File: config.mk
export PLATFORM = sky130hd
export DESIGN_NAME = mul_pipe
export DESIGN_NICKNAME = d
export VERILOG_FILES = /design/src/mul_op_pkg.sv /design/src/mul_types_pkg.sv /design/src/mul_pipe.sv
export SDC_FILE = /design/constraint.sdc
export NUM_CORES = 1
export LEC_CHECK = 0
export BUFFER_PORTS_ARGS = -buffer_cell sky130_fd_sc_hd__buf_2
export CAP_MARGIN = 20
export CORE_AREA = 3 3 177 179
export DETAILED_ROUTE_END_ITERATION = 8
export DIE_AREA = 0 0 180 182
export RECOVER_POWER = 100
export SKIP_CTS_REPAIR_TIMING = 1
export SLEW_MARGIN = 25
export SYNTH_ARGS = -nofsm -noshare
export SYNTH_HDL_FRONTEND = slang
export SYNTH_SLANG_ARGS = --single-unit
File: constraint.sdc
create_clock -name clk -period 2.7 [get_ports clk]
set_input_delay 0.54 -clock clk [delete_from_list [all_inputs] [get_ports clk]]
set_output_delay 0.54 -clock clk [all_outputs]
set_load 0.005 [all_outputs]
File: src/mul_op_pkg.sv
package mul_op_pkg;

	// Low ops follow funct3, MULW takes the next free code
	typedef enum logic [2:0] {
		MUL    = 3'd0,
		MULH   = 3'd1,
		MULHSU = 3'd2,
		MULHU  = 3'd3,
		MULW   = 3'd4
	} mul_op_e;

	// Low half is the same either way, so MUL and MULW run signed
	function automatic logic op_signed_a(input mul_op_e op);
		return op != MULHU;
	endfunction

	function automatic logic op_signed_b(input mul_op_e op);
		return op inside {MUL, MULH, MULW};
	endfunction

	function automatic logic op_word(input mul_op_e op);
		return op == MULW;
	endfunction

	function automatic logic op_high(input mul_op_e op);
		return op inside {MULH, MULHSU, MULHU};
	endfunction

endpackage

File: src/mul_types_pkg.sv
package mul_types_pkg;

	localparam int XLEN = 64;

	// Two guard bits above the word keep unsigned operands positive in the array
	localparam int EXT_W = XLEN + 2;

	localparam int PROD_W = 2 * EXT_W;           // Full width of the Booth rows
	localparam int BOOTH_ROWS = EXT_W / 2;       // One radix-4 digit per row
	localparam int COL_CARRIES = BOOTH_ROWS - 2; // Full adders per column

	// Written whole by the array, read as halves when the result is picked
	typedef union packed {
		logic [2*XLEN-1:0] full;
		struct packed {
			logic [XLEN-1:0] hi;
			logic [XLEN-1:0] lo;
		} half;
	} mul_product_u;

endpackage

File: src/mul_pipe.sv
module mul_pipe (
	input  logic                           clk,
	input  logic                           reset,
	input  logic                           mul_valid,
	input  logic                           flush,
	input  mul_op_pkg::mul_op_e            op,
	input  logic [mul_types_pkg::XLEN-1:0] multiplicand,
	input  logic [mul_types_pkg::XLEN-1:0] multiplier,
	input  mul_types_pkg::mul_product_u    product,
	output logic [mul_types_pkg::XLEN-1:0] opa,
	output logic [mul_types_pkg::XLEN-1:0] opb,
	output logic                           signed_a,
	output logic                           signed_b,
	output logic                           word,
	output logic                           out_valid,
	output logic [mul_types_pkg::XLEN-1:0] result
);

	import mul_types_pkg::*;
	import mul_op_pkg::*;

	logic            s1_valid;
	mul_op_e         s1_op;
	logic [XLEN-1:0] sel_result;

	// Stage valids, flush drops whatever is in flight and the incoming request
	always_ff @(posedge clk) begin
		if (reset) begin
			s1_valid  <= 1'b0;
			out_valid <= 1'b0;
		end else begin
			s1_valid  <= mul_valid & ~flush;
			out_valid <= s1_valid & ~flush;
		end
	end

	// Stage 1 payload
	always_ff @(posedge clk) begin
		if (mul_valid) begin
			s1_op <= op;
			opa   <= multiplicand;
			opb   <= multiplier;
		end
	end

	assign signed_a = op_signed_a(s1_op);
	assign signed_b = op_signed_b(s1_op);
	assign word     = op_word(s1_op);

	always_comb begin
		if (op_word(s1_op))
			sel_result = {{(XLEN/2){product.half.lo[XLEN/2-1]}}, product.half.lo[XLEN/2-1:0]};
		else if (op_high(s1_op))
			sel_result = product.half.hi;
		else
			sel_result = product.half.lo;
	end

	always_ff @(posedge clk) begin
		if (s1_valid)
			result <= sel_result; // Held until the next request reaches stage 2
	end

	// A flush empties both stages, so nothing leaves for two cycles
	a_no_out_after_flush: assert property (
		@(posedge clk) disable iff (reset) flush |=> !out_valid ##1 !out_valid
	) else $error("mul_pipe: out_valid within two cycles after flush");

	a_legal_op: assert property (
		@(posedge clk) disable iff (reset)
		s1_valid |-> s1_op inside {MUL, MULH, MULHSU, MULHU, MULW}
	) else $error("mul_pipe: illegal op in stage 1");

endmodule

-- After elaboration in Yosys (flattened, before gate mapping)
Index checks and enable logic that the tools add are counted.
- reduce and logical (&&, ||, !) cells: 3
- bitwise gates (word level): 3
- equality and inequality tests: 5
- mux-type cells: 2
- operator list (kind ; number):
    64-bit two-way mux ; 2
    3-bit by 2-bit equality test with 1-bit output (second input constant) ; 2
    3-bit nonzero test ; 2
    3-bit by 1-bit equality test with 1-bit output (second input constant) ; 1
    3-bit equality test (second input constant) ; 1
    3-bit logical NOT ; 1
    3-bit by 2-bit != test with 1-bit output (second input constant) ; 1
    1-bit AND ; 2
    1-bit inverter ; 1
- register bits: 197
- logic and storage cells: 19

-- Logic depth before layout (Yosys ltp)
Gate-level depths: netlist (run 1).
- depth after elaboration: 4
- depth in mapped cells: 5

-- Worst setup path before layout (run 1)
Ideal clock, no wire load.
- path kind: reg2reg
- start point: register s1_valid
- end point: register result[0] (netlist name) (enable)
- stages on the path, launching flop included: 1
- period minus slack after synthesis: 2107 ps
- path buffers: 0
- setup slack: 593 ps
- setup time: 427 ps
- arrival time: 1680 ps
- cell sequence: dfxtp_1
- RTL lines (item ; line ; RTL):
    from (decl) ; mul_pipe.sv:22 ; logic s1_valid;
    from (signal assigned) ; mul_pipe.sv:32 ; s1_valid <= mul_valid & ~flush;
    to (signal assigned) ; mul_pipe.sv:61 ; result <= sel_result;
    to (decl) ; mul_pipe.sv:16 ; output logic [mul_types_pkg::XLEN-1:0] result
No word-level cell between the ends.

-- Final worst setup path (run 1)
- start point: input mul_valid
- end point: register opa[19] (netlist name) (enable)
- RTL lines (item ; line ; RTL):
    from (decl) ; mul_pipe.sv:4 ; input logic mul_valid,
    to (signal assigned) ; mul_pipe.sv:41 ; opa <= multiplicand;
    to (decl) ; mul_pipe.sv:10 ; output logic [mul_types_pkg::XLEN-1:0] opa,
No word-level cell between the ends.

==> results of run 1 <==
[through the flow]
step | cells | hold WS [ps] | power (mW) | area, sq um | setup WS, ps
floorplan | 350 | 615.1 | 4.063 | 7536 | 593.1
global placement | 1188 | 549.7 | 4.540 | 10290 | 971.3
detailed placement | 1188 | 546.7 | 4.560 | 10290 | 953.8
CTS | 1220 | 239.3 | 7.374 | 10940 | 537.3
global route | 1220 | 242.4 | 7.503 | 10600 | 311.7
finish | 1221 | 281.1 | 7.174 | 10600 | 495.0
[power groups by stage]
stage	registers, mW	clock network, mW	logic [mW]
after floorplan	3.76	0	0.304
after global placement	3.72	0	0.820
after detailed placement	3.73	0	0.835
after CTS	3.66	2.88	0.837
after global routing	3.68	3.03	0.798
final	3.66	2.79	0.727
[state kept, by name (all words and copies together), names as in the netlist]
register   cells
opb           64
opa           64
s1_op          3
result        64
out_valid      1
s1_valid       1
[per-layer routing]
metal  track usage  routed length [um]  vias up  share of wire
li1              -                   -     2323              -
met1        0.1425                8465     2359           0.37
met2        0.2331               11530      312           0.50
met3       0.05529                2267       24          0.099
met4       0.04950                 551        4          0.024
met5             0                  33        -         0.0014
[synth_stat cells (all sizes together)]
master  number
dfxtp        2
o21bai       1
and2         1
mux2i       96
nand3b       1
clkbuf       3
nor2         1
nor3b        2
edfxtp     195
a21oi        1
buf         15
mux2        32
[worst max-delay path by stage]
stage	startpoint	endpoint	slack, ps	depth (start not counted)
after floorplan	s1_valid	result[0]	590	0
after global placement	mul_valid	opb[45]	970	2
after detailed placement	mul_valid	opb[51]	950	2
after CTS	s1_op[2]	word	540	3
after global routing	mul_valid	opa[19]	310	2
final	mul_valid	opa[19]	500	2
[final cells by class]
type | instances | area, sq um | area share
Tap cell | 390 | 488.0 | 0.04604
Clock inverter | 15 | 227.7 | 0.02149
Sequential cell | 197 | 5896 | 0.5563
Clock buffer | 17 | 425.4 | 0.04014
Timing Repair Buffer | 466 | 2171 | 0.2048
Multi-Input combinational cell | 135 | 1389 | 0.1310
Antenna cell | 1 | 2.502 | 0.0002361
[cells by family after synthesis]
kind of cell    synth area share
mux                       0.1903
flops                     0.7823
compound gates          0.003154
simple gates            0.004650
buf+inv                  0.01959
==> summary.md, run 1 <==
| Metric | Value |
|---|---|
| Status | `complete, but fails checks` |
| Violated checks | `max-capacitance violations, max-slew violations` |
| Synth-to-layout area growth | `40.64%` |
| Setup violators final | `0` |
| Antenna violations before repair | `4` |
| Mean Syn Cell Area | `21.53 sq um` |
| Remaining Overflow, GRT | `0` |
| Least-Margin Pin Slew | `1620 ps` |
| Latest clock arrival within the worst-skew pair | `430 ps` |
| Die H | `182 um` |
| Slowest Stage Delay on Critical Path | `1140 ps` |
| Reg2reg setup slack | `550 ps` |
| CP bufs+invs | `2` |
| Post-synthesis instance area | `7536 sq um` |
| Ys Warns | `0` |
| Largest cells by area after synthesis | `edfxtp_1, mux2i_1, mux2_4` |
| WS Path Type | `input pin to flip-flop` |
| Psw | `1.758 mW` |
| DR vias | `5,022` |
| Setup tns final | `0 ps` |
| R2R depth | `1` |
| CP Data Required Time | `2760 ps` |
| TritonCTS clock tree | `built` |
| Sw Ratio | `0.2451` |
| Crit path DAT | `2260 ps` |
| Clock-pin slew of the registers on the worst-case setup and hold paths | `80 ps` |
| Dpl hpwl | `17,660 um` |
| Top delay family on crit path | `buffers and inverters` |
| Filler Cells Inserted | `2,978` |
| P_leak | `4.271 nW` |
| Max rail drop VDD | `335.1 uV` |
| Core area | `29,720 sq um` |
| Maxcap violations | `2` |
| Worst reg2reg path startpoint | `s1_valid` |
| Gate Count Post-Synth | `350` |
| Clock share of power | `0.389` |
| PD cells | `676.9 nW/um^2` |
| Clock root cell | `clkbuf_16` |
| Global-route wire length before repair | `32,510 um` |
| Synth top area share | `0.7770` |
| Slew margin rel. | `-0.08002` |
| Num CTS Buffers | `17` |
| Routed Antenna Nets | `0` |
| Hold path start | `multiplier[25]` |
| Fraction of layout cells with a size suffix above 1 | `0.4217` |
| Netlist cell types | `15` |
| Tot GR Track Use | `0.1324` |
| Synth area leader | `edfxtp_1` |
| Setup crit end kind | `flip-flop` |
| Minimum clock period after layout | `2205 ps` |
| #FFs+latches synth | `197` |
| Die area | `32,760 sq um` |
| H-Tree Depth | `4` |
| Fmax | `0.4535 GHz` |
| Most frequent cells in the layout | `buf_2, edfxtp_1, clkbuf_1, mux2i_1, mux2_1` |
| Hold Path Sink | `opb[25]` |
| Critical-path top delay cell | `clkbuf_2` |
| Rows | `63` |
| Drt pass-1 iters | `4` |
| Placer Congestion | `0.7744` |
| Wire per inst | `18.71 um` |
| CTS sink cnt | `197` |
| Pins Over Slew Limit | `123` |
| Seq pwr share | `0.510` |
| Logic pwr share | `0.101` |
| Port Buffer Count | `458` |
| Syn Nets | `613` |
| Crit-path cells | `clkbuf_2 -> clkbuf_1` |
| Largest net degree at the start of global routing | `67` |
| RSZ-0062 raised after global routing | `no` |
| HP Class | `input pin to flip-flop` |
| Reg-to-Reg End | `result[33]` |
| DR iter-0 viols | `200` |
| Final #Nets | `1,080` |
| Util after Layout | `0.3567` |
| Final Skew | `11.79 ps` |
| Sequential-to-total area share from yosys stat | `0.7823` |
| Period Utilization, post-route | `0.8167` |
| Clk buf depth | `2` |
| DIE WIDTH | `180 um` |
| Cell-internal power | `5.416 mW` |
| Final Hold Vio Count | `0` |
| Starting Density | `0.2536` |
| Vias in the first global route | `5,232` |
| IO Pins | `459` |
| Startpoint Class | `input pin` |
| Drt via density | `4.113` |
| Commonest non-fill, non-tap cell in the layout | `buf_2` |
| Routed WL | `22,850 um` |
| Crit path max fanout | `63` |
| Hold Path Cell Cnt | `1` |
| Drt drc | `0` |
(Power assumes the default switching activity.)
==> run 2, diff against run 1 <==
Settings changed: ABC_AREA from default to 1, CORE_AREA 3 3 177 179 to 3 3 179 181, DIE_AREA 0 0 180 182 to 0 0 182 184.
Clock period 2.7 ns to 1.8 ns, I/O delays scaled along.
==> run 2 against run 1 <==
Effect of this change:
- the run now ends clean
- flip-flop and latch count stayed put
- synthesized cell count is 41% higher
- first-iteration DRC count is 79% higher
- global-route usage is 0.085 points lower
- clock-buffer cell count stayed put
- setup slack worse by 460 ps
- design area is 0.20% lower
==> summary.md, run 2 <==
| Metric | Value |
|---|---|
| Dpl hpwl | `18,560 um (was 17,660 um)` |
| CP Data Required Time | `1440 ps (was 2760 ps)` |
| Startpoint Class | `flip-flop (was input pin)` |
| Slew margin rel. | `0.3766 (was -0.08002)` |
| Vias in the first global route | `5,640 (was 5,232)` |
| Port Buffer Count | `458 (unchanged)` |
| Antenna violations before repair | `2 (was 4)` |
| Pins Over Slew Limit | `0 (was 123)` |
| Global-route wire length before repair | `33,350 um (was 32,510 um)` |
| Largest cells by area after synthesis | `edfxtp_1, nand3_1, nand2_1 (was edfxtp_1, mux2i_1, mux2_4)` |
| Commonest non-fill, non-tap cell in the layout | `buf_2 (unchanged)` |
| Most frequent cells in the layout | `buf_2, edfxtp_1, clkbuf_1, nand2_1, nand3_1 (was buf_2, edfxtp_1, clkbuf_1, mux2i_1, mux2_1)` |
| Fraction of layout cells with a size suffix above 1 | `0.3761 (was 0.4217)` |
| Placer Congestion | `0.8154 (was 0.7744)` |
| Critical-path top delay cell | `edfxtp_1 (was clkbuf_2)` |
| Post-synth ARST share | `0 (unchanged)` |
| Mean Syn Cell Area | `14.66 sq um (was 21.53 sq um)` |
| Ys Warns | `0 (unchanged)` |
| Largest net degree at the start of global routing | `46 (was 67)` |
| Die area | `33,490 sq um (was 32,760 sq um)` |
| EDFF count, synth | `195 (unchanged)` |
| Post-Place Setup Slack | `364.7 ps (was 953.8 ps)` |
| Slowest Stage Delay on Critical Path | `440 ps (was 1140 ps)` |
| Clock root cell | `clkbuf_16 (unchanged)` |
| Post-route setup slack | `37.28 ps (was 495.0 ps)` |
| Clock-pin slew of the registers on the worst-case setup and hold paths | `90 ps (was 80 ps)` |
| Hold path start | `flush (was multiplier[25])` |
| RSZ-0062 raised after global routing | `yes (was no)` |
| HP Class | `input pin to flip-flop (unchanged)` |
| Gate Count Post-Synth | `492 (was 350)` |
| DIE WIDTH | `182 um (was 180 um)` |
| Hold Path Cell Cnt | `2 (was 1)` |
| Top delay family on crit path | `flip-flops (was buffers and inverters)` |
| Max rail drop VDD | `566.9 uV (was 335.1 uV)` |
| Die H | `184 um (was 182 um)` |
| IO Pins | `459 (unchanged)` |
| #FFs+latches synth | `197 (unchanged)` |
| Wire per inst | `17.49 um (was 18.71 um)` |
| Minimum clock period after layout | `1763 ps` |
| Routed WL | `24,100 um (was 22,850 um)` |
| Starting Density | `0.2357 (was 0.2536)` |
| DR vias | `5,686 (was 5,022)` |
| Worst reg2reg path startpoint | `s1_op[1] (was s1_valid)` |
| Cell with the most instances after synthesis | `edfxtp_1 (unchanged)` |
| Post-synthesis instance area | `7211 sq um (was 7536 sq um)` |
| Least-Margin Pin Slew | `933.9 ps (was 1620 ps)` |
| Period Utilization, post-route | `0.9793` |
| Final #Nets | `1,231 (was 1,080)` |
| Crit path max fanout | `6 (was 63)` |
| Synth top area share | `0.8121 (was 0.7770)` |
| Routed Antenna Nets | `0 (unchanged)` |
| CTS sink cnt | `197 (unchanged)` |
| Drt via density | `4.126 (was 4.113)` |
| Status | `finished, final reports clean (was complete, but fails checks)` |
| Tot GR Track Use | `0.1316 (was 0.1324)` |
| Top flop regs | `opa (64), opb (64), result (64) (unchanged)` |
| Reg-to-Reg End | `result[39] (was result[33])` |
| Final Hold Vio Count | `0 (unchanged)` |
| Sequential-to-total area share from yosys stat | `0.8176 (was 0.7823)` |
| Fmax | `0.5673 GHz` |
| DR iter-0 viols | `357 (was 200)` |
| Fin area | `10,580 sq um (was 10,600 sq um)` |
| Crit-path cells | `nor2_2 -> nand2_2 -> buf_12 -> clkinv_4 -> buf_6 (was clkbuf_2 -> clkbuf_1)` |
| Syn Nets | `755 (was 613)` |
| Latest clock arrival within the worst-skew pair | `430 ps (about the same)` |
| R2R depth | `7 (was 1)` |
| P_leak | `4.611 nW (was 4.271 nW)` |
| Synth-to-layout area growth | `46.69% (was 40.64%)` |
| Util after Layout | `0.3458 (was 0.3567)` |
| Rows | `64 (was 63)` |
| Crit path DAT | `1400 ps (was 2260 ps)` |
| Hold Path Sink | `out_valid (was opb[25])` |
| Remaining Overflow, GRT | `0 (unchanged)` |
| Setup crit end kind | `primary output (was flip-flop)` |
| Netlist cell types | `13 (was 15)` |
| Reg2reg setup slack | `80 ps (was 550 ps)` |
| Drt pass-1 iters | `4 (unchanged)` |
| Clk buf depth | `2 (unchanged)` |
| Critical Path Source | `s1_op[0] (was mul_valid)` |
| Setup violators final | `0 (unchanged)` |
| Drt drc | `0 (unchanged)` |
| Synth area leader | `edfxtp_1 (unchanged)` |
| Maxcap violations | `0 (was 2)` |
| Placed Area | `10,070 sq um (was 10,290 sq um)` |
| PD cells | `1006 nW/um^2 (was 676.9 nW/um^2)` |
| H-Tree Depth | `4 (unchanged)` |
| CP bufs+invs | `3 (was 2)` |
| Core area | `30,590 sq um (was 29,720 sq um)` |
| Final Skew | `16.97 ps (was 11.79 ps)` |
| Main synth FF type | `edfxtp_1 (unchanged)` |
| Commonest cells in the netlist | `edfxtp_1, nand2_1, nand3_1 (was edfxtp_1, mux2i_1, mux2_4)` |
| Num CTS Buffers | `17 (unchanged)` |
| TritonCTS clock tree | `built (unchanged)` |
| WS Path Type | `flip-flop to primary output (was input pin to flip-flop)` |
[run 2: cell count changes after synthesis, moves of 3 or more]
cell and delta:
buf_6 -4, nand3_1 +98, mux2i_1 -96, mux2_4 -30
buf_2 +14, nand2_1 +129, inv_1 +34, clkbuf_1 -3
[run 2: metrics by stage]
| step | std cells | total power [mW] | hold slack (ps) | setup TNS (ps) |
|---|---|---|---|---|
| floorplan | 492 | 5.952 | 427.6 | 0 |
| global placement | 1337 | 6.681 | 531.8 | 0 |
| detailed placement | 1337 | 6.712 | 531.3 | 0 |
| CTS | 1369 | 10.84 | 50.69 | -130.5 |
| global route | 1377 | 11.13 | 56.90 | -65.62 |
| finish | 1378 | 10.64 | 84.41 | 0 |
[run 2: layer usage]
metal  track usage  vias up  routed length, um
met2        0.2327      280              12550
met5             0        -                  7
met4       0.03352        2                289
li1              -     2686                  -
met3       0.05046       17               2157
met1        0.1500     2701               9098
[run 2: power by group]
group | total [mW] | switching (mW) | internal (mW)
Clock | 4.08 | 2.01 | 2.07
Sequential | 5.46 | 0.0862 | 5.38
Combinational | 1.10 | 0.610 | 0.493
[run 2: how the worst max path moves through the flow]
stage | cells after the start | slack, ps | end
after floorplan | 0 | 370 | result[0]
after detailed placement | 5 | 360 | word
after global routing | 5 | -30 | word
after global placement | 5 | 360 | word
after CTS | 5 | -130 | word
final | 5 | 40 | word
[run 2: logic make-up (layout without fill, tap and decap cells)]
group | Yosys count | in the layout | share of synthesized area
AO/OA/AOI/OAI | 1 | 1 | 0.0006934
buffers and inverters | 62 | 551 | 0.04217
flip-flops | 197 | 197 | 0.8176
other | 0 | 1 | 0
AND/OR/NAND/NOR | 232 | 232 | 0.1395
[run 2: cell type report]
cell class              count  area, sq um
diodes                      1        2.502
clock buffers              17        425.4
clock inverters            15        220.2
fillers                  3199        20010
inverters                  36        140.1
multi-input cells         233         1013
flip-flops and latches    197         5896
well taps                 396        495.5
repair buffers            483         2385
[run 2: worst reg2reg max path, delay by kind of cell, from the launching register on]
kind | cells | cell delay, ps
simple gates | 4 | 490
flops | 1 | 440
buf+inv | 3 | 640
==> run 3, diff against run 2 <==
Settings changed: CORE_AREA 3 3 179 181 to 3 3 180 182, CTS_BUF_LIST from default to sky130_fd_sc_hd__clkbuf_8, DIE_AREA 0 0 182 184 to 0 0 183 185, TNS_END_PERCENT from default to 10.
==> run 3 against run 2 <==
Effect of this change:
- the run now ends with negative setup slack left
- critical endpoint unchanged
- sequential share of layout area increased by 1.6 points
- clock-buffer cell count unchanged
- highest routed layer unchanged
- clock skew about the same
- largest cell class unchanged
- via count increased by 0.12%
==> summary.md, run 3 (synthesized netlist as in run 2, its figures left out) <==
| Metric | Value |
|---|---|
| Max rail drop VDD | `400.7 uV (was 566.9 uV)` |
| Hold path start | `multiplier[11] (was flush)` |
| Routed WL | `24,580 um (was 24,100 um)` |
| Latest clock arrival within the worst-skew pair | `460 ps (was 430 ps)` |
| Reg2reg setup slack | `50 ps (was 80 ps)` |
| Reg-to-Reg End | `result[58] (was result[39])` |
| Clock root cell | `clkbuf_8 (was clkbuf_16)` |
| Pins Over Slew Limit | `0 (unchanged)` |
| Logic pwr share | `0.113 (was 0.104)` |
| HP Class | `input pin to flip-flop (unchanged)` |
| Fmax | `0.5424 GHz (was 0.5673 GHz)` |
| Final #Nets | `1,227 (was 1,231)` |
| DR vias | `5,693 (was 5,686)` |
| Placer Congestion | `0.8037 (was 0.8154)` |
| Tot GR Track Use | `0.1327 (was 0.1316)` |
| Starting Density | `0.2345 (was 0.2357)` |
| Die area | `33,860 sq um (was 33,490 sq um)` |
| IO Pins | `459 (unchanged)` |
| CP Data Required Time | `1440 ps (about the same)` |
| Multi-input logic area | `1013 sq um (unchanged)` |
| H-Tree Depth | `4 (unchanged)` |
| Final hold slack | `54.63 ps (was 84.41 ps)` |
| Clk buf depth | `2 (unchanged)` |
| Post-route setup slack | `-43.75 ps (was 37.28 ps)` |
| Remaining Overflow, GRT | `0 (unchanged)` |
| TritonCTS clock tree | `built (unchanged)` |
| Minimum clock period after layout | `1844 ps (was 1763 ps)` |
| Num CTS Buffers | `17 (unchanged)` |
| Maxcap violations | `0 (unchanged)` |
| Psw | `2.607 mW (was 2.706 mW)` |
| Die H | `185 um (was 184 um)` |
| Final Hold Vio Count | `0 (unchanged)` |
| Routed Antenna Nets | `0 (unchanged)` |
| Antenna violations before repair | `5 (was 2)` |
| Fraction of layout cells with a size suffix above 1 | `0.3572 (was 0.3761)` |
| DR iter-0 viols | `338 (was 357)` |
| Storage element area | `5896 sq um (unchanged)` |
| Commonest non-fill, non-tap cell in the layout | `buf_2 (unchanged)` |
| Drt via density | `4.146 (was 4.126)` |
| Filler Cells Inserted | `3,207 (was 3,199)` |
| Cell-internal power | `7.090 mW (was 7.936 mW)` |
| Rows | `64 (unchanged)` |
| Synth-to-layout area growth | `42.50% (was 46.69%)` |
| Seq pwr share | `0.563 (was 0.513)` |
| R2R depth | `6 (was 7)` |
| Setup violators final | `1 (was 0)` |
| ANT cells | `0 (was 1)` |
| Top flop regs | `opa (64), opb (64), result (64) (unchanged)` |
| DIE WIDTH | `183 um (was 182 um)` |
| Placed Area | `10,000 sq um (was 10,070 sq um)` |
| Fin area | `10,270 sq um (was 10,580 sq um)` |
| Period Utilization, post-route | `1.024 (was 0.9793)` |
| CP bufs+invs | `3 (unchanged)` |
| Dpl hpwl | `18,720 um (was 18,560 um)` |
| Clock share of power | `0.325 (was 0.383)` |
| Startpoint Class | `flip-flop (unchanged)` |
| WS Path Type | `flip-flop to primary output (unchanged)` |
| Final Skew | `16.67 ps (was 16.97 ps)` |
| Drt pass-1 iters | `4 (unchanged)` |
| Status | `complete, but fails checks (was finished, final reports clean)` |
| Clock-pin slew of the registers on the worst-case setup and hold paths | `130 ps (was 90 ps)` |
| Crit path DAT | `1480 ps (was 1400 ps)` |
| Top delay family on crit path | `flip-flops (unchanged)` |
| Core area | `30,750 sq um (was 30,590 sq um)` |
| Slowest Stage Delay on Critical Path | `480 ps (was 440 ps)` |
| Port Buffer Count | `458 (unchanged)` |
| Hold Path Sink | `opb[11] (was out_valid)` |
| Slew margin rel. | `0.3568 (was 0.3766)` |
| Violated checks | `negative setup slack` |
| PD cells | `943.8 nW/um^2 (was 1006 nW/um^2)` |
| Largest net degree at the start of global routing | `66 (was 46)` |
| RSZ-0062 raised after global routing | `yes (unchanged)` |
| Worst reg2reg path startpoint | `s1_op[0] (was s1_op[1])` |
| Critical-path top delay cell | `edfxtp_1 (unchanged)` |
| Vias in the first global route | `5,562 (was 5,640)` |
| P_leak | `4.439 nW (was 4.611 nW)` |
| Sw Ratio | `0.2689 (was 0.2543)` |
| CTS sink cnt | `197 (unchanged)` |
| Wire per inst | `17.90 um (was 17.49 um)` |
| Least-Margin Pin Slew | `964.8 ps (was 933.9 ps)` |
| Most frequent cells in the layout | `buf_2, edfxtp_1, clkbuf_1, nand2_1, nand3_1 (unchanged)` |
| Drt drc | `0 (unchanged)` |
| Setup crit end kind | `primary output (unchanged)` |
| Util after Layout | `0.3341 (was 0.3458)` |
| Crit path max fanout | `8 (was 6)` |
| Global-route wire length before repair | `33,400 um (was 33,350 um)` |
| Hold Path Cell Cnt | `1 (was 2)` |
| Crit-path cells | `nor2_2 -> nand2_2 -> buf_12 -> inv_2 -> buf_2 (was nor2_2 -> nand2_2 -> buf_12 -> clkinv_4 -> buf_6)` |
-- run 3: changes by cell type in the layout (fill, tap and decap cells not counted), sizes merged --
| cell | before | now |
|---|---|---|
| clkbuf | 176 | 191 |
| clkinv | 7 | 9 |
| buf | 324 | 305 |
| diode | 1 | 0 |
| inv | 43 | 41 |
-- run 3: power groups by stage --
stage                     Clock (mW)  Sequential (mW)  Combinational, mW
final                           3.15             5.46               1.09
after detailed placement           0             5.56               1.16
after floorplan                    0             5.60              0.348
after global routing            3.47             5.48               1.22
after global placement             0             5.55               1.13
after CTS                       3.30             5.45               1.16
-- run 3: layer usage --
metal	GRT usage	vias up	part of all wire
met5	0	-	0.0028
met4	0.03961	10	0.017
met3	0.05695	26	0.10
met2	0.2303	312	0.51
met1	0.1491	2673	0.37
li1	-	2672	-
-- run 3: stage by stage --
stage / instances / setup WS, ps / power, mW / TNS, ps
floorplan: 492 / 372.8 / 5.952 / 0
global placement: 1332 / 375.8 / 6.678 / 0
detailed placement: 1332 / 358.9 / 6.715 / 0
CTS: 1364 / -203.6 / 9.909 / -203.6
global route: 1373 / -124.7 / 10.17 / -834.2
finish: 1373 / -43.75 / 9.697 / -43.75
-- run 3: worst max-delay path by stage --
stage | startpoint | endpoint | depth (start not counted)
2_1_floorplan | s1_valid | result[0] | 0
3_3_place_gp | s1_op[1] | word | 5
3_5_place_dp | s1_op[1] | word | 5
4_1_cts | s1_op[1] | word | 5
5_1_grt | s1_op[0] | word | 5
6_report | s1_op[0] | word | 5
-- run 3: final cells by class --
cell class / instances / share of cell area
clock buffers: 17 / 0.02277
clock inverters: 15 / 0.02228
inverters: 36 / 0.01315
multi-input cells: 233 / 0.09864
flip-flops and latches: 197 / 0.5738
well taps: 396 / 0.04822
repair buffers: 479 / 0.2211
